==> src/design/cache_lru_defs.svh <==
// cache lru sizing defines
`ifndef CACHE_LRU_DEFS_SVH
`define CACHE_LRU_DEFS_SVH

// ---------------------------------------------------------------------------
// cache geometry
// ---------------------------------------------------------------------------

// number of addressable cache blocks
`define CACHE_BLOCK_CAPACITY 64

// ways per group, 2 4 or 8
`define CACHE_SET_SIZE 4

// ---------------------------------------------------------------------------
// derived address widths
// ---------------------------------------------------------------------------
//
//		block address  [ way (BW_SET) | group (BW_GRP) ]
//
// the way field sits in the upper bits and the group field in the lower
// bits, so neighbouring blocks land in different groups

// block address width
`define BW_CACHE_CAPACITY $clog2(`CACHE_BLOCK_CAPACITY)

// way field width, also wide enough to hold an age
`define BW_SET $clog2(`CACHE_SET_SIZE)

// group field width, whatever is left of the block address
`define BW_GRP (`BW_CACHE_CAPACITY - `BW_SET)

// one line controller per group
`define N_GROUPS (2 ** `BW_GRP)

// 64 blocks 4 ways gives 6 address bits, 2 way bits,
// 4 group bits and 16 line controllers

`endif

==> src/design/cache_lru_pkg.sv <==
// cache lru shared types
`default_nettype none

`include "cache_lru_defs.svh"

package cache_lru_pkg;

	// ---------------------------------------------------------------------------
	// address types
	// ---------------------------------------------------------------------------

	typedef logic [`BW_CACHE_CAPACITY-1:0] block_addr_t;	// full [way | group] address
	typedef logic [`BW_SET-1:0] way_t;	// way index, doubles as an age value
	typedef logic [`BW_GRP-1:0] group_t;	// group index

	// ages run 0 (most recent) to N-1 (oldest), one per way,
	// so they always fit in a way_t

	// ---------------------------------------------------------------------------
	// line controller states
	// ---------------------------------------------------------------------------

	typedef enum logic [1:0] {
		idle,	// waiting for a pulse
		search,	// victim scan running
		fill	// victim promoted, done held high
	} lru_state_e;

endpackage

`default_nettype wire

==> src/design/lru_victim_search.sv <==
// lru victim search
`timescale 1ns/100ps
`default_nettype none

`include "cache_lru_defs.svh"

// walks one way per cycle looking for the oldest age
//
//	edge k		start_i sampled, counter cleared
//	edge k+1..k+N	way 0..N-1 compared against N-1
//	after k+N	found_o high for one cycle, victim_o valid

module lru_victim_search #(
	parameter int N_LOCATIONS = `CACHE_SET_SIZE	// ways in the group
)(
	input wire clock_i,
	input wire arst_n_i,
	input wire start_i,	// one-cycle pulse, begins a scan
	input wire cache_lru_pkg::way_t ages_i [N_LOCATIONS],	// ages of the group
	output logic found_o,	// one-cycle pulse, victim_o is valid
	output cache_lru_pkg::way_t victim_o	// way holding the oldest age
);

	localparam cache_lru_pkg::way_t OLDEST = cache_lru_pkg::way_t'(N_LOCATIONS - 1);
	localparam cache_lru_pkg::way_t LAST_WAY = cache_lru_pkg::way_t'(N_LOCATIONS - 1);

	logic busy_q;	// scan in progress
	logic found_q;
	cache_lru_pkg::way_t way_cnt_q;	// way under test
	cache_lru_pkg::way_t victim_q;	// last way seen with the oldest age

	// ---------------------------------------------------------------------------
	// scan control
	// ---------------------------------------------------------------------------

	always_ff @(posedge clock_i or negedge arst_n_i) begin
		if (!arst_n_i) begin
			busy_q <= 1'b0;
			found_q <= 1'b0;
			way_cnt_q <= '0;
		end else begin
			found_q <= 1'b0;	// pulse by default
			if (start_i) begin
				busy_q <= 1'b1;
				way_cnt_q <= '0;	// always scan from way 0
			end else if (busy_q) begin
				way_cnt_q <= way_cnt_q + 1'b1;
				if (way_cnt_q == LAST_WAY) begin	// last way checked this edge
					busy_q <= 1'b0;
					found_q <= 1'b1;
				end
			end
		end
	end

	// a single equality compare per cycle
	// exactly one way holds N-1, so the capture fires once per scan
	always_ff @(posedge clock_i) begin
		if (busy_q && (ages_i[way_cnt_q] == OLDEST)) begin
			victim_q <= way_cnt_q;
		end
	end

	assign found_o = found_q;
	assign victim_o = victim_q;	// stable until the next scan hits

endmodule

`default_nettype wire

==> src/design/lru_line_controller.sv <==
// lru line controller
`timescale 1ns/100ps
`default_nettype none

`include "cache_lru_defs.svh"

// holds the true-lru ages of one group
//
//	idle	--miss-->	search	--found-->	fill
//	fill	--miss-->	search
//	fill	--any other pulse-->	idle
//
// promotion sets the chosen way to age 0 and ages every way that was
// more recent than it by one, so the ages stay a permutation of 0..N-1

module lru_line_controller #(
	parameter int N_LOCATIONS = `CACHE_SET_SIZE	// ways in the group
)(
	input wire clock_i,
	input wire arst_n_i,
	input wire enable_i,	// this group is addressed
	input wire hit_i,	// pulse, promote addr_i
	input wire miss_i,	// pulse, find a victim
	input wire cache_lru_pkg::way_t addr_i,	// way field of the address
	output logic done_o,	// victim ready, held until the next pulse
	output cache_lru_pkg::way_t addr_o	// victim way
);

	cache_lru_pkg::lru_state_e state_q;
	cache_lru_pkg::way_t ages_q [N_LOCATIONS];	// age per way, 0 is most recent
	cache_lru_pkg::way_t victim_q;	// victim latched for addr_o
	logic done_q;

	logic start;	// kicks the victim search
	logic found;
	cache_lru_pkg::way_t victim;
	logic promote_en;
	cache_lru_pkg::way_t promote_way;
	cache_lru_pkg::way_t promote_age;	// old age of the promoted way

	// ---------------------------------------------------------------------------
	// victim search
	// ---------------------------------------------------------------------------

	// a miss is taken unless a scan is already running
	assign start = enable_i && miss_i && (state_q != cache_lru_pkg::search);

	lru_victim_search #(
		.N_LOCATIONS (N_LOCATIONS)
	) lru_victim_search_i (
		.clock_i (clock_i),
		.arst_n_i (arst_n_i),
		.start_i (start),
		.ages_i (ages_q),	// ages stay frozen while scanning
		.found_o (found),
		.victim_o (victim)
	);

	// ---------------------------------------------------------------------------
	// promotion select
	// ---------------------------------------------------------------------------

	always_comb begin
		promote_en = 1'b0;
		promote_way = addr_i;	// hit path by default
		case (state_q)
			cache_lru_pkg::search: begin
				promote_en = found;	// victim is about to be filled
				promote_way = victim;
			end
			default: promote_en = enable_i && hit_i;	// hits ignored mid-scan
		endcase
	end

	assign promote_age = ages_q[promote_way];

	// reset age of way w is N-1-w, way 0 starts oldest
	always_ff @(posedge clock_i or negedge arst_n_i) begin
		if (!arst_n_i) begin
			for (int w = 0; w < N_LOCATIONS; w++) begin
				ages_q[w] <= cache_lru_pkg::way_t'(N_LOCATIONS - 1 - w);
			end
		end else if (promote_en) begin
			for (int w = 0; w < N_LOCATIONS; w++) begin
				if (cache_lru_pkg::way_t'(w) == promote_way) begin
					ages_q[w] <= '0;	// now most recent
				end else if (ages_q[w] < promote_age) begin
					ages_q[w] <= ages_q[w] + 1'b1;	// one step older
				end
			end
		end
	end

	// ---------------------------------------------------------------------------
	// state machine and done
	// ---------------------------------------------------------------------------

	always_ff @(posedge clock_i or negedge arst_n_i) begin
		if (!arst_n_i) begin
			state_q <= cache_lru_pkg::idle;
			done_q <= 1'b0;
		end else begin
			case (state_q)
				cache_lru_pkg::idle: begin
					if (start) state_q <= cache_lru_pkg::search;
				end
				cache_lru_pkg::search: begin
					if (found) begin
						state_q <= cache_lru_pkg::fill;
						done_q <= 1'b1;	// one cycle after found
					end
				end
				cache_lru_pkg::fill: begin
					// any pulse ends the fill, even one aimed at another group,
					// so no stale done survives a change of group
					if (start) begin
						state_q <= cache_lru_pkg::search;
						done_q <= 1'b0;
					end else if (hit_i || miss_i) begin
						state_q <= cache_lru_pkg::idle;
						done_q <= 1'b0;
					end
				end
				default: begin
					state_q <= cache_lru_pkg::idle;
					done_q <= 1'b0;
				end
			endcase
		end
	end

	// victim held on addr_o for as long as done is high
	always_ff @(posedge clock_i) begin
		if ((state_q == cache_lru_pkg::search) && found) victim_q <= victim;
	end

	assign done_o = done_q;
	assign addr_o = victim_q;

endmodule

`default_nettype wire

==> src/design/set_cache_lru_policy_controller.sv <==
// lru policy controller
`timescale 1ns/100ps
`default_nettype none

`include "cache_lru_defs.svh"

// block address layout
// ---------------------------------------------------------------------------
//
//		[ way | group ]
//
// routing
// ---------------------------------------------------------------------------
//
// the group field picks one line controller; hit, miss and the way field
// go to every controller and only the enabled one acts on them
//
// done and the victim way come back through a plain mux on the group,
// no registers here, so the outputs follow the line controllers in the
// same cycle

module set_cache_lru_policy_controller (
	input wire clock_i,
	input wire arst_n_i,
	input wire hit_i,	// pulse, makes addr_i most recent
	input wire miss_i,	// pulse, asks for a replacement address
	input wire cache_lru_pkg::block_addr_t addr_i,
	output logic done_o,	// replacement address valid
	output cache_lru_pkg::block_addr_t addr_o	// replacement address
);

	// ---------------------------------------------------------------------------
	// address split
	// ---------------------------------------------------------------------------

	cache_lru_pkg::way_t addr_way;
	cache_lru_pkg::group_t addr_group;

	assign addr_way = addr_i[`BW_CACHE_CAPACITY-1:`BW_GRP];	// upper bits
	assign addr_group = addr_i[`BW_GRP-1:0];	// lower bits

	// per-group routing
	logic [`N_GROUPS-1:0] enable_bus;	// one-hot group enable
	logic [`N_GROUPS-1:0] done_bus;	// done level of each group
	cache_lru_pkg::way_t victim_bus [`N_GROUPS];	// victim way of each group

	// ---------------------------------------------------------------------------
	// line controllers, one per group
	// ---------------------------------------------------------------------------

	for (genvar g = 0; g < `N_GROUPS; g++) begin : g_line

		// one-hot decode, one comparator per group
		assign enable_bus[g] = (addr_group == cache_lru_pkg::group_t'(g));

		lru_line_controller #(
			.N_LOCATIONS (`CACHE_SET_SIZE)
		) lru_line_controller_i (
			.clock_i (clock_i),
			.arst_n_i (arst_n_i),
			.enable_i (enable_bus[g]),
			.hit_i (hit_i),	// broadcast
			.miss_i (miss_i),	// broadcast
			.addr_i (addr_way),	// broadcast
			.done_o (done_bus[g]),
			.addr_o (victim_bus[g])
		);
	end

	// ---------------------------------------------------------------------------
	// output select
	// ---------------------------------------------------------------------------

	// addr_i is held steady while a search runs, so the mux does not move
	// under the addressed group
	cache_lru_pkg::way_t sel_victim;

	assign sel_victim = victim_bus[addr_group];
	assign done_o = done_bus[addr_group];
	assign addr_o = {sel_victim, addr_group};	// victim way back over its group

endmodule

`default_nettype wire

==> src/design/cache_lru_replacement.sv <==
// cache lru replacement top
`timescale 1ns/100ps
`default_nettype none

`include "cache_lru_defs.svh"

// replacement policy for a set-associative cache
// ---------------------------------------------------------------------------
//
// hit and miss arrive from the cache controller as one-cycle pulses with
// addr_i valid on the same cycle
//
//	hit	ages updated on the next edge
//	miss	done_o high N+1 edges later, addr_o holds the victim
//
// done_o drops on the edge that samples the next pulse. no pulse and no
// change of addr_i is allowed while a search is running

module cache_lru_replacement (
	input wire clock_i,
	input wire arst_n_i,
	input wire hit_i,	// hit pulse
	input wire miss_i,	// miss pulse
	input wire cache_lru_pkg::block_addr_t addr_i,	// [way | group]
	output logic done_o,	// replacement ready
	output cache_lru_pkg::block_addr_t addr_o	// block to replace
);

	// ---------------------------------------------------------------------------
	// policy controller
	// ---------------------------------------------------------------------------

	logic policy_done;
	cache_lru_pkg::block_addr_t policy_addr;

	set_cache_lru_policy_controller set_cache_lru_policy_controller_i (
		.clock_i (clock_i),
		.arst_n_i (arst_n_i),
		.hit_i (hit_i),
		.miss_i (miss_i),
		.addr_i (addr_i),
		.done_o (policy_done),
		.addr_o (policy_addr)
	);

	assign done_o = policy_done;
	assign addr_o = policy_addr;	// [victim way | group]

endmodule

`default_nettype wire

==> config.mk <==
export PLATFORM = sky130hd
export DESIGN_NAME = cache_lru_replacement
export DESIGN_NICKNAME = d
export VERILOG_FILES = /design/src/design/cache_lru_pkg.sv /design/src/design/lru_victim_search.sv /design/src/design/lru_line_controller.sv /design/src/design/set_cache_lru_policy_controller.sv /design/src/design/cache_lru_replacement.sv
export VERILOG_INCLUDE_DIRS = /design/src /design/src/design
export SDC_FILE = /design/constraint.sdc
export NUM_CORES = 1
export LEC_CHECK = 0
export BUFFER_PORTS_ARGS = -buffer_cell sky130_fd_sc_hd__buf_2
export CORE_MARGIN = 3
export CORE_UTILIZATION = 60
export DETAILED_ROUTE_END_ITERATION = 8
export PLACE_DENSITY = 0.83
export SLEW_MARGIN = 10
export SYNTH_ARGS = -nofsm -noshare
export SYNTH_HDL_FRONTEND = slang
export SYNTH_SLANG_ARGS = --single-unit
==> constraint.sdc <==
create_clock -name clock_i -period 2.6 [get_ports clock_i]
set_input_delay 0 -clock clock_i [delete_from_list [all_inputs] [get_ports clock_i]]
set_output_delay 0 -clock clock_i [all_outputs]
set_load 0.005 [all_outputs]
== After elaboration in Yosys (flattened, before gate mapping) ==
Cells that the tools add are included.

* Word-level logic and storage cells: 1387
* Output and inout port bits: 7
* Register bits after elaboration: 304
* Input bits: 10

* Reductions and logical operators: 290
* Order comparisons: 98
* Equal/unequal tests: 191
* Multiplexer cells: 503
* Add/subtract/negate cells: 80
* Bitwise operators: 49

{| class="wikitable"
|+ Operator list
! kind !! count
|-
| 2-bit two-way mux || 291
|-
| 2-bit by 1-bit adder with 2-bit output (second input constant) || 80
|-
| 2-bit nonzero test || 80
|-
| 1-bit two-way mux || 146
|-
| 2-bit binary-select mux with 2-bit select || 32
|-
| 2-bit less-than comparator || 64
|-
| 2-bit AND reduction || 64
|-
| 2-bit == test (second input constant) || 48
|-
| 3-bit >= comparator (second input constant) || 32
|-
| 2-bit by 1-bit inequality test with 1-bit output (second input constant) || 48
|-
| 2-bit inverter with 3-bit output || 32
|-
| 2-bit one-hot mux with 3 select lines || 16
|-
| 3-bit AND reduction || 32
|-
| 1-bit logical AND || 80
|-
| 2-bit == test (first input constant) || 32
|-
| 2-bit zero test || 32
|-
| 1-bit one-hot mux with 3 select lines || 16
|-
| 3-bit by 1-bit inequality test with 1-bit output (second input constant) || 15
|-
| 1-bit by 2-bit == test with 1-bit output (first input constant) || 16
|-
| 2-bit by 1-bit == test with 1-bit output (second input constant) || 16
|-
| 4-bit == test (second input constant) || 8
|-
| 4-bit by 3-bit == test with 1-bit output (second input constant) || 4
|-
| 1-bit inverter || 16
|-
| 2-bit binary-select mux with 4-bit select || 1
|-
| other kinds (9) || 10
|}

== Logic depth before layout (Yosys ltp) ==
Gate-level depths: netlist of run 1.

* Depth after elaboration: 9
* Depth in mapped cells: 8
* Mapped depth without buffers: 6

== By module ==
From an unflattened synthesis of run 1, not the netlist that was laid out.

* Cells, all modules: 1565
* Area, all modules: 16458.3 um^2

{| class="wikitable"
|+ Modules (own cells, without submodules)
! module !! times used !! cells an instance !! area each (um^2) !! sequential area each (um^2)
|-
| lru_line_controller at set_cache_lru_policy_controller_i.g_line[0].lru_line_controller_i ... || 14 || 72 || 730.7 || 340.3
|-
| lru_victim_search || 16 || 22 || 262.8 || 160.2
|-
| lru_line_controller at set_cache_lru_policy_controller_i.g_line[9].lru_line_controller_i || 1 || 73 || 760.7 || 340.3
|-
| lru_line_controller at set_cache_lru_policy_controller_i.g_line[1].lru_line_controller_i || 1 || 73 || 737.0 || 340.3
|-
| set_cache_lru_policy_controller || 1 || 59 || 526.8 || 0.0
|}

== Worst setup path after synthesis of run 1 ==
No wires, ideal clock.

* Path kind: flip-flop to flip-flop
* Start point: register set_cache_lru_policy_controller_i.g_line[0].lru_line_controller_i.state_q[0]
* End point: register set_cache_lru_policy_controller_i.g_line[0].lru_line_controller_i.ages_q[6] (netlist bit)
* Stages on the path, launching flop included: 8
* Period minus slack after synthesis: 2136 ps
* Arrival time: 2031 ps
* Data required time: 2495 ps
* Setup time: 105 ps
* Path buffers: 1
* Slack: 464 ps
* Path through: dfrtp_1 > nor2b_4 > buf_6 > mux2i_4 > mux2i_1 > mux2i_4 > a32o_1 > a222oi_1

* Word-level cells in the longest chain between the ends: 9
* Elaborated cells on any way between the ends: 12
* Classes of those cells: order compare: 1; eq/ne: 1; mux: 6; bitwise: 1; reduce/logical: 3

{| class="wikitable"
|+ RTL lines
! item !! line !! RTL
|-
| from (decl) || lru_line_controller.sv:29 || <nowiki>cache_lru_pkg::lru_state_e state_q;</nowiki>
|-
| from (signal assigned) || lru_line_controller.sv:100 || <nowiki>state_q <= cache_lru_pkg::idle;</nowiki>
|-
| from (signal assigned) || lru_line_controller.sv:105 || <nowiki>if (start) state_q <= cache_lru_pkg::search;</nowiki>
|-
| from (signal assigned) || lru_line_controller.sv:109 || <nowiki>state_q <= cache_lru_pkg::fill;</nowiki>
|-
| 2-bit by 1-bit == test with 1-bit output * || lru_line_controller.sv:66 || <nowiki>case (state_q)</nowiki>
|-
| 2-bit two-way mux || lru_line_controller.sv:66 ||
|-
| 2-bit inverter with 3-bit output (not written as such) || lru_line_controller.sv:75 || <nowiki>assign promote_age = ages_q[promote_way];</nowiki>
|-
| 2-bit binary-select mux with 2-bit select || lru_line_controller.sv:75 ||
|-
| 2-bit two-way mux (not written as such) (2 in a row) || lru_line_controller.sv:75 ||
|-
| 2-bit less-than comparator || lru_line_controller.sv:87 || <nowiki>end else if (ages_q[w] < promote_age) begin</nowiki>
|-
| 2-bit nonzero test (no source line) || - ||
|-
| 2-bit AND reduction (no source line) || - ||
|-
| to (signal, indexed assignment) || lru_line_controller.sv:81 || <nowiki>ages_q[w] <= cache_lru_pkg::way_t'(N_LOCATIONS - 1 - w);</nowiki>
|-
| to (signal, indexed assignment) || lru_line_controller.sv:88 || <nowiki>ages_q[w] <= ages_q[w] + 1'b1;</nowiki>
|-
| to (decl) || lru_line_controller.sv:30 || <nowiki>cache_lru_pkg::way_t ages_q [N_LOCATIONS];</nowiki>
|}

Mark *: on every way between the ends. The rest lies on a longest branch, timed or not. The select of a mux whose other input is x is not followed.
A chain may end at the register's enable or synchronous reset.

== Worst setup path after layout of run 1 ==
* Start point: register set_cache_lru_policy_controller_i.g_line[11].lru_line_controller_i.state_q[0]
* End point: register set_cache_lru_policy_controller_i.g_line[11].lru_line_controller_i.ages_q[2] (netlist bit)

* Word-level cells in the longest chain between the ends: 9
* Elaborated cells on any way between the ends: 12
* Classes of those cells: order compare: 1; eq/ne: 2; mux: 6; bitwise: 1; reduce/logical: 2

{| class="wikitable"
|+ RTL lines
! item !! line
|-
| from (decl) || lru_line_controller.sv:29
|-
| from (signal assigned) || lru_line_controller.sv:100
|-
| from (signal assigned) || lru_line_controller.sv:105
|-
| from (signal assigned) || lru_line_controller.sv:109
|-
| 2-bit by 1-bit == test with 1-bit output * || lru_line_controller.sv:66
|-
| 2-bit two-way mux || lru_line_controller.sv:66
|-
| 2-bit inverter with 3-bit output (not written as such) || lru_line_controller.sv:75
|-
| 2-bit binary-select mux with 2-bit select || lru_line_controller.sv:75
|-
| 2-bit two-way mux (not written as such) (2 in a row) || lru_line_controller.sv:75
|-
| 2-bit less-than comparator || lru_line_controller.sv:87
|-
| 2-bit nonzero test (no source line) || -
|-
| 2-bit AND reduction (no source line) || -
|-
| to (signal, indexed assignment) || lru_line_controller.sv:81
|-
| to (signal, indexed assignment) || lru_line_controller.sv:88
|-
| to (decl) || lru_line_controller.sv:30
|}

Marks and branches as above.

==> flow_summary_export.csv, run 1 <==
group,metric,value,unit
critical_path,critPathMaxFanout,10,
grt,grt_overflow,0,
yosys,synth_area_leaders,"dfrtp_1 27%, edfxtp_1 12%, dfstp_2 10%",
power,p_clk_frac,0.266,
cells_and_area,antenna_cells,0,
cells_and_area,layout_commonest_cell,"dfrtp_1",
floorplanning,start_util,0.619,
power,ir_drop,0.000608,V
cells_and_area,post-route-util,0.681,
power,p_seq_frac,0.445,
yosys,postSynth.asyncResetShare,0.789,
timing,drv_slew,0,
drt,avgViaCountPerCell,6.69,
clock_network,cts_tree,"yes",
clock_network,worst_skew_pair.late_latency,560,ps
floorplanning,die-area,29200,um2
timing,setup_viol,0,
yosys,synth_top_area_frac,0.270,
timing,maxSlewHeadroom,0.590,
clock_network,cts_sinks,304,
yosys,synth_top_area_cell,"dfrtp_1",
cells_and_area,mostFrequentLayoutCells,"176 x dfrtp_1, 162 x nor2_1, 134 x inv_1",
power,switchingPower,0.00613,W
yosys,synth-seq-area-share,0.491,
power,cellLeakagePower,7.33,nW
timing,finalClockSkew,18.1,ps
clock_network,cts.htree.levels,1,
clock_network,root_buffer,"clkbuf_16",
drt,first_pass_iters,9,
clock_network,clkTransAtPathRegs,60,ps
place,dp_hpwl,24700,um
yosys,synth_edf_count,64,
floorplanning,fp.dieW,171,um
drt,ant_nets,0,
drt,drt_wl_total,36900,um
yosys,synth_area_per_cell,10.9,um2
timing,min_period,2500,ps
critical_path,critPathLaunchType,"flip-flop",
timing,hold_ws,33.5,ps
timing,worstMarginPinSlew,599,ps
grt,grt_pass1_wl,62000,um
critical_path,crit_path_end_kind,"flip-flop",
drt,wl_per_cell,19.5,um
yosys,yosysWarnings,0,
timing,fin_crit_sh,0.963,
timing,rsz0062_at_grt,"no",
critical_path,worstSetupPathType,"reg2reg",
grt,track_usage,0.256,
floorplanning,coreArea,26400,um2
grt,antenna_found_initial,0,
run_status,status,"complete, but fails checks",
yosys,ys_ff_latch,304,
yosys,synth_area,16300,um2
cells_and_area,final_nets,1559,
run_status,violations,"DRC",
critical_path,cp.required,3060,ps
cells_and_area,fill_cells,1801,
yosys,syn-num-nets,1525,
place,portBuffers,16,
cells_and_area,drive_gt1_frac,0.168,
timing,max_freq,400,MHz
floorplanning,die_h,171,um
power,power_frac_comb,0.289,
yosys,synth_cell_type_count,59,
timing,setup_tns,0,ps
grt,grt_pass1_vias,12000,
floorplanning,io_pins,17,
critical_path,cp.arrival,2960,ps
worst_hold_path,holdCritPathClass,"in2reg",
cells_and_area,area_growth,10.0,%
floorplanning,core.rowCount,59,
drt,via_count,12700,
power,p_int,0.0116,W
clock_network,cts_made_buffers,31,
timing,hold_violations,0,
drt,drc,2,
yosys,synthFlopType,"dfrtp_1",
power,p_total,0.0178,W
power,swShare,0.345,
run,cap_violations,0,
grt,grt_max_degree,99,
yosys,synth_cells,1499,
power,powerDensity,990,nW/um2
place,gp_congestion,0.859,
drt,drt_iter0_drc,1609,
clock_network,cts_buffer_depth,3,
## synth_stat cells (13+ instances only)
cell	n
inv_1	134
a222oi_1	64
mux2i_4	35
o2bb2ai_1	25
mux4_2	23
a21o_1	13
nor2_1	162
edfxtp_1	64
nand2b_1	18
xnor2_1	16
a21oi_1	55
ha_1	16
clkbuf_1	26
dfrtp_1	176
mux2i_1	55
o21ai_0	46
o31ai_1	19
nand2_1	105
o21ai_1	14
o22ai_1	14
nand3_1	44
nor2b_1	32
and3_1	16
and2_1	14
a32o_1	34
dfstp_2	64
a31oi_1	96
## cells by family after synthesis
| kind of cell | after synthesis | share of synthesized area |
|---|---|---|
| muxes | 131 | 0.130 |
| xor gates and xnor gates | 16 | 0.00859 |
| adders and majority gates | 16 | 0.0123 |
| buffers and inverters | 183 | 0.0481 |
| DFF | 304 | 0.491 |
| and+or+nand+nor | 422 | 0.120 |
| AOI/OAI and AO/OA | 427 | 0.191 |
## critical path, stage by stage (launching register included)
cell      delay, ps
dfrtp_1         440
nand2b_1        250
mux2i_1         480
mux2i_1         210
mux2i_4         350
o21ai_1         240
a222oi_1        420
## final timing paths
kind	to	cells after the start	slack (ps)	startpoint
worst max-delay path	flip-flop	6	100	flip-flop
worst min-delay path	flip-flop	3	30	addr_i[1]
worst max register to register	flip-flop	6	100	flip-flop
worst min register to register	flip-flop	0	470	flip-flop
max in group asynchronous	asynchronous set/reset pin	3	1960	arst_n_i
min in group asynchronous	asynchronous set/reset pin	3	80	arst_n_i
## power groups by stage
stage | combinational [W] | sequential (W) | clock [W]
finish | 0.00514 | 0.00790 | 0.00473
global placement | 0.00481 | 0.00783 | 0
CTS | 0.00513 | 0.00785 | 0.00480
global route | 0.00571 | 0.00810 | 0.00501
detailed placement | 0.00503 | 0.00790 | 0
floorplan | 0.00421 | 0.00747 | 0
## stage by stage
step / setup WS [ps] / instance area (um2) / instances
4_1_cts: 97.1 / 17900 / 1893
3_5_place_dp: 105 / 16800 / 1831
2_1_floorplan: 464 / 16300 / 1499
5_1_grt: 12.0 / 17900 / 1893
6_report: 97.1 / 17900 / 1893
3_3_place_gp: 297 / 16800 / 1831
## layer usage
metal / track usage / wire, um
met5: 0 / 0
met3: 0.0349 / 2720
met1: 0.367 / 15500
met2: 0.411 / 17600
met4: 0.0808 / 1040
## layout make-up
cell class              count  area (um2)  area share
repair buffers             50         403      0.0225
inverters                 134         503      0.0280
clock inverters            20         256      0.0143
flip-flops and latches    304        8010       0.446
well taps                 335         419      0.0234
multi-input cells        1012        7520       0.419
clock buffers              38         832      0.0464
## what timing repair did
item                                   CTS  global route
gates resized for setup                  0             2
buffers inserted                         0             0
hold buffers                             4             0
setup endpoints to repair                0             7
endpoints found under the hold margin  211             0
Note: power is estimated with default switching activity, not from simulation.
==> run 2, diff against run 1 <==
--- a/config.mk
+++ b/config.mk
@@ -7,10 +7,11 @@
 export NUM_CORES = 1
 export LEC_CHECK = 0
 export BUFFER_PORTS_ARGS = -buffer_cell sky130_fd_sc_hd__buf_2
+export CORE_ASPECT_RATIO = 0.6
 export CORE_MARGIN = 3
 export CORE_UTILIZATION = 60
 export DETAILED_ROUTE_END_ITERATION = 8
-export PLACE_DENSITY = 0.83
+export PLACE_DENSITY = 0.74
 export SLEW_MARGIN = 10
 export SYNTH_ARGS = -nofsm -noshare
 export SYNTH_HDL_FRONTEND = slang
==> run 2 against run 1 <==
Against the previous run:
- the flow now finishes without violations
- critical path type unchanged
- critical path depth is the same
- largest power group unchanged
- global-route usage grew 1.1 points
- via count grew 0.16%
==> flow_summary_export.csv, run 2 (same netlist as run 1, synthesis figures left out) <==
group,metric,value,unit
run_status,status,"complete, no violations",
timing,drv_slew,0,
clock_network,worst_skew_pair.late_latency,560,ps
drt,avgViaCountPerCell,6.59,
timing,setup_tns,0,ps
timing,fin_crit_sh,0.923,
timing,hold_violations,0,
timing,min_period,2400,ps
critical_path,critPathBufInv,0,
critical_path,cp_top_family,"multiplexers",
timing,finalClockSkew,8.72,ps
drt,via_count,12700,
floorplanning,core.rowCount,46,
grt,grt_pass1_wl,63000,um
cells_and_area,area_growth,9.58,%
place,dp_hpwl,27200,um
critical_path,cp_slowest_stage_delay,420,ps
floorplanning,io_pins,17,
place,numPlacedInstances,1864,
power,p_clk_frac,0.239,
cells_and_area,layout_commonest_cell,"dfrtp_1",
worst_hold_path,holdCritPathClass,"in2async",
place,portBuffers,16,
drt,drt_wl_total,39000,um
drt,ant_nets,0,
critical_path,cp.arrival,2830,ps
power,cellLeakagePower,7.30,nW
power,power_frac_comb,0.301,
cells_and_area,mostFrequentLayoutCells,"176 x dfrtp_1, 162 x nor2_1, 134 x inv_1",
clock_network,cts_tree,"yes",
critical_path,crit_chain,"and2b_4 > mux2i_4 > mux2i_1 > mux2i_4 > o21ai_1 > a222oi_1",
timing,rsz0062_at_grt,"no",
clock_network,cts_made_buffers,28,
power,ir_drop,0.000637,V
floorplanning,start_util,0.613,
timing,worstMarginPinSlew,719,ps
drt,drt_iter0_drc,1644,
critical_path,worstSetupPathType,"reg2reg",
timing,setup_viol,0,
power,swShare,0.357,
cells_and_area,fin_cells,1924,
floorplanning,die_h,134,um
grt,antenna_found_initial,2,
floorplanning,fp.dieW,219,um
timing,max_freq,417,MHz
critical_path,crit_top_cell,"mux2i_4",
power,p_seq_frac,0.460,
grt,grt_overflow,0,
cells_and_area,drive_gt1_frac,0.168,
critical_path,cp.required,3030,ps
critical_path,critPathMaxFanout,10,
clock_network,cts_buffer_depth,3,
power,switchingPower,0.00620,W
cells_and_area,final_nets,1567,
power,p_int,0.0112,W
clock_network,cts.htree.levels,1,
run,cap_violations,0,
clock_network,cts_sinks,304,
floorplanning,die-area,29300,um2
grt,grt_max_degree,81,
clock_network,clkTransAtPathRegs,60,ps
drt,drc,0,
grt,track_usage,0.267,
critical_path,critPathLaunchType,"flip-flop",
grt,grt_pass1_vias,11800,
place,gp_congestion,0.911,
clock_network,root_buffer,"clkbuf_16",
drt,first_pass_iters,9,
critical_path,crit_path_end_kind,"flip-flop",
critical_path,crit_path_top_delay_cell,"a222oi_1",
power,powerDensity,972,nW/um2
timing,maxSlewHeadroom,0.519,
floorplanning,coreArea,26600,um2
drt,wl_per_cell,20.3,um
==> run 2: cell count changes in the layout (fill, tap and decap cells not counted), moves of 2 or more <==
cell | previous run | this run
clkbuf_16 | 31 | 29
clkbuf_1 | 4 | 7
clkinv_1 | 2 | 4
clkinv_2 | 9 | 6
buf_4 | 27 | 40
bufinv_16 | 6 | 2
clkinvlp_4 | 2 | 0
==> run 2: per-stage QoR <==
stage                     area, um2  hold WS [ps]  setup WS [ps]  utilization  power, W
after floorplan               16300          -296            464            -    0.0117
after global placement        16900          33.3            264        0.635    0.0128
after detailed placement      16900          32.8            177        0.635    0.0131
after CTS                     17800          11.8            140        0.670    0.0173
after global routing          17900          52.5           10.7        0.672    0.0184
final                         17900          16.7            201        0.672    0.0174
==> run 2: power groups by stage <==
stage               logic, W  registers [W]  clock network (W)
finish               0.00523        0.00799            0.00415
CTS                  0.00516        0.00793            0.00423
floorplan            0.00421        0.00747                  0
global placement     0.00491        0.00790                  0
detailed placement   0.00511        0.00799                  0
global route         0.00581        0.00819            0.00439
==> run 2: area by class of cell <==
class	count	area [um2]
Antenna cell	1	2.50
Clock buffer	40	807
Clock inverter	12	105
Fill cell	2004	8720
Inverter	134	503
Multi-Input combinational cell	1012	7530
Sequential cell	304	8010
Tap cell	360	450
Timing Repair Buffer	61	470
==> run 2: path summary, 6_finish.rpt <==
path / startpoint / end / slack [ps] / cells after the start
max reg2reg: flip-flop / flip-flop / 200 / 6
min reg2reg: flip-flop / flip-flop / 480 / 0
max: flip-flop / flip-flop / 200 / 6
max in group asynchronous: arst_n_i / asynchronous set/reset pin / 1720 / 3
min in group clock_i: addr_i[1] / flip-flop / 40 / 3
min: arst_n_i / asynchronous set/reset pin / 20 / 2
==> run 2: worst reg2reg max path, cell delays in order (launching register included) <==
cell and delay (ps):
dfrtp_1 400, and2b_4 300, mux2i_4 410, mux2i_1 190, mux2i_4 320, o21ai_1 240, a222oi_1 420
==> run 2: per-layer routing <==
metal,up-vias,GRT usage,share of wire
met5,-,0,0.00033
met4,2,0.0611,0.022
met3,77,0.0522,0.086
met2,568,0.375,0.42
met1,6276,0.428,0.47
li1,5760,-,-
==> run 2: timing repair <==
action / in CTS / in global routing
endpoints found under the setup margin: 0 / 9
gates resized for setup: 0 / 3
endpoints found under the hold margin: 190 / 0
setup buffers: 0 / 5
hold buffers: 2 / 0
==> run 3, diff against run 2 <==
==> constraint.sdc (replaced) <==
create_clock -name clock_i -period 2.72 [get_ports clock_i]
set_input_delay 0 -clock clock_i [delete_from_list [all_inputs] [get_ports clock_i]]
set_output_delay 0 -clock clock_i [all_outputs]
set_load 0.005 [all_outputs]
==> run 3 against run 2 <==
Against the previous run:
- total power fell by 3.9%
- largest power group unchanged
- sequential share of layout area rose by 0.050 points
- via count fell by 1.9%
==> flow_summary_export.csv, run 3 (same netlist as run 1, synthesis figures left out) <==
group,metric,value,unit
run_status,status,"complete, no violations",
worst_hold_path,holdCritPathClass,"in2async",
clock_network,cts_sinks,304,
floorplanning,die_h,134,um
cells_and_area,antenna_cells,0,
timing,maxSlewHeadroom,0.512,
cells_and_area,mostFrequentLayoutCells,"176 x dfrtp_1, 162 x nor2_1, 134 x inv_1",
timing,layout_setup_ws,253,ps
critical_path,critPathLaunchType,"flip-flop",
timing,min_period,2470,ps
cells_and_area,final_nets,1557,
timing,finalClockSkew,21.9,ps
place,gp_congestion,0.883,
critical_path,r2r_slack,250,ps
timing,fin_crit_sh,0.907,
drt,drt_iter0_drc,1684,
power,powerDensity,935,nW/um2
place,portBuffers,16,
timing,rsz0062_at_grt,"no",
clock_network,root_buffer,"clkbuf_16",
clock_network,cts_made_buffers,29,
place,dp_hpwl,26400,um
critical_path,cp.required,3160,ps
cells_and_area,layout_commonest_cell,"dfrtp_1",
critical_path,crit_top_cell,"mux2i_4",
critical_path,crit_path_end_kind,"flip-flop",
cells_and_area,fin_cells,1914,
floorplanning,core.rowCount,46,
grt,grt_max_degree,91,
clock_network,cts.htree.levels,1,
grt,grt_pass1_wl,61800,um
critical_path,crit_path_top_delay_cell,"mux2i_4",
critical_path,worstSetupPathType,"reg2reg",
power,cellLeakagePower,7.26,nW
cells_and_area,post-route-util,0.671,
clock_network,post_cts_buffers,0,
clock_network,cts_tree,"yes",
power,ir_drop,0.000676,V
timing,drv_slew,0,
critical_path,crit_chain,"nand2b_1 > mux2i_4 > mux2i_4 > o21ai_1 > a222oi_1",
drt,via_count,12400,
floorplanning,start_util,0.613,
timing,setup_tns,0,ps
drt,first_pass_iters,9,
place,numPlacedInstances,1856,
critical_path,cp.arrival,2910,ps
timing,hold_violations,0,
critical_path,cp_top_family,"multiplexers",
cells_and_area,area_growth,9.46,%
grt,grt_pass1_vias,11400,
drt,ant_nets,0,
drt,wl_per_cell,19.7,um
grt,grt_overflow,0,
power,p_total,0.0167,W
clock_network,clkTransAtPathRegs,70,ps
cells_and_area,fill_cells,1993,
drt,drc,0,
floorplanning,fp.dieW,219,um
place,dp_slack,295,ps
floorplanning,coreArea,26600,um2
drt,avgViaCountPerCell,6.50,
clock_network,worst_skew_pair.late_latency,580,ps
grt,antenna_found_initial,0,
grt,track_usage,0.262,
critical_path,critPathMaxFanout,10,
critical_path,cp_slowest_stage_delay,510,ps
timing,setup_viol,0,
critical_path,critPathBufInv,0,
timing,worstMarginPinSlew,732,ps
floorplanning,io_pins,17,
cells_and_area,seqCellArea,8010,um2
critical_path,crit_cells,5,
clock_network,cts_buffer_depth,3,
floorplanning,die-area,29300,um2
critical_path,r2r_cells,5,
cells_and_area,drive_gt1_frac,0.163,
timing,max_freq,405,MHz
cells_and_area,multiInputGateArea,7520,um2
drt,drt_wl_total,37800,um
run,cap_violations,0,
[run 3: cell types whose count changed in the layout (fill, tap and decap cells not counted), sizes merged]
cell,delta
buf,-13
clkbuf,-4
clkinvlp,+3
bufinv,+2
dlygate4sd3,+2
inv,+2
clkinv,-1
diode,-1
[run 3: how the worst min path moves through the flow]
stage	startpoint	endpoint	slack, ps	cells after the start
2_1_floorplan	arst_n_i	asynchronous set/reset pin	-300	0
3_3_place_gp	arst_n_i	asynchronous set/reset pin	70	1
3_5_place_dp	arst_n_i	asynchronous set/reset pin	70	1
4_1_cts	arst_n_i	asynchronous set/reset pin	70	2
5_1_grt	addr_i[3]	flip-flop	100	5
6_report	arst_n_i	asynchronous set/reset pin	40	2
[run 3: repair_timing]
item	in CTS	in global routing
endpoints found under the hold margin	158	0
hold buffers	4	0
resized for setup	0	0
[run 3: per-layer routing]
layer | GRT usage | up-vias | routed length (um) | part of all wire
met5 | 0 | - | 0 | 0
met4 | 0.0565 | 0 | 732 | 0.019
met3 | 0.0527 | 56 | 3330 | 0.088
met2 | 0.361 | 532 | 15900 | 0.42
met1 | 0.426 | 6128 | 17900 | 0.47
li1 | - | 5729 | - | -
[run 3: layout make-up]
cell class / instances / area share
flip-flops and latches: 304 / 0.449
multi-input cells: 1012 / 0.421
clock buffers: 36 / 0.0427
inverters: 134 / 0.0282
well taps: 360 / 0.0252
repair buffers: 50 / 0.0227
clock inverters: 18 / 0.0116
[run 3: where the power goes]
part	internal [W]	leakage [nW]	switching (W)	total (W)
logic	0.00234	3.38	0.00254	0.00488
clock network	0.00238	0.472	0.00181	0.00419
registers	0.00605	3.41	0.00157	0.00762
total	0.0108	7.26	0.00592	0.0167
[run 3: stage by stage]
| stage | cell area (um2) | hold slack, ps |
|---|---|---|
| 2_1_floorplan | 16300 | -296 |
| 3_3_place_gp | 16800 | 70.5 |
| 3_5_place_dp | 16800 | 70.9 |
| 4_1_cts | 17900 | 68.1 |
| 5_1_grt | 17900 | 101 |
| 6_report | 17900 | 39.3 |
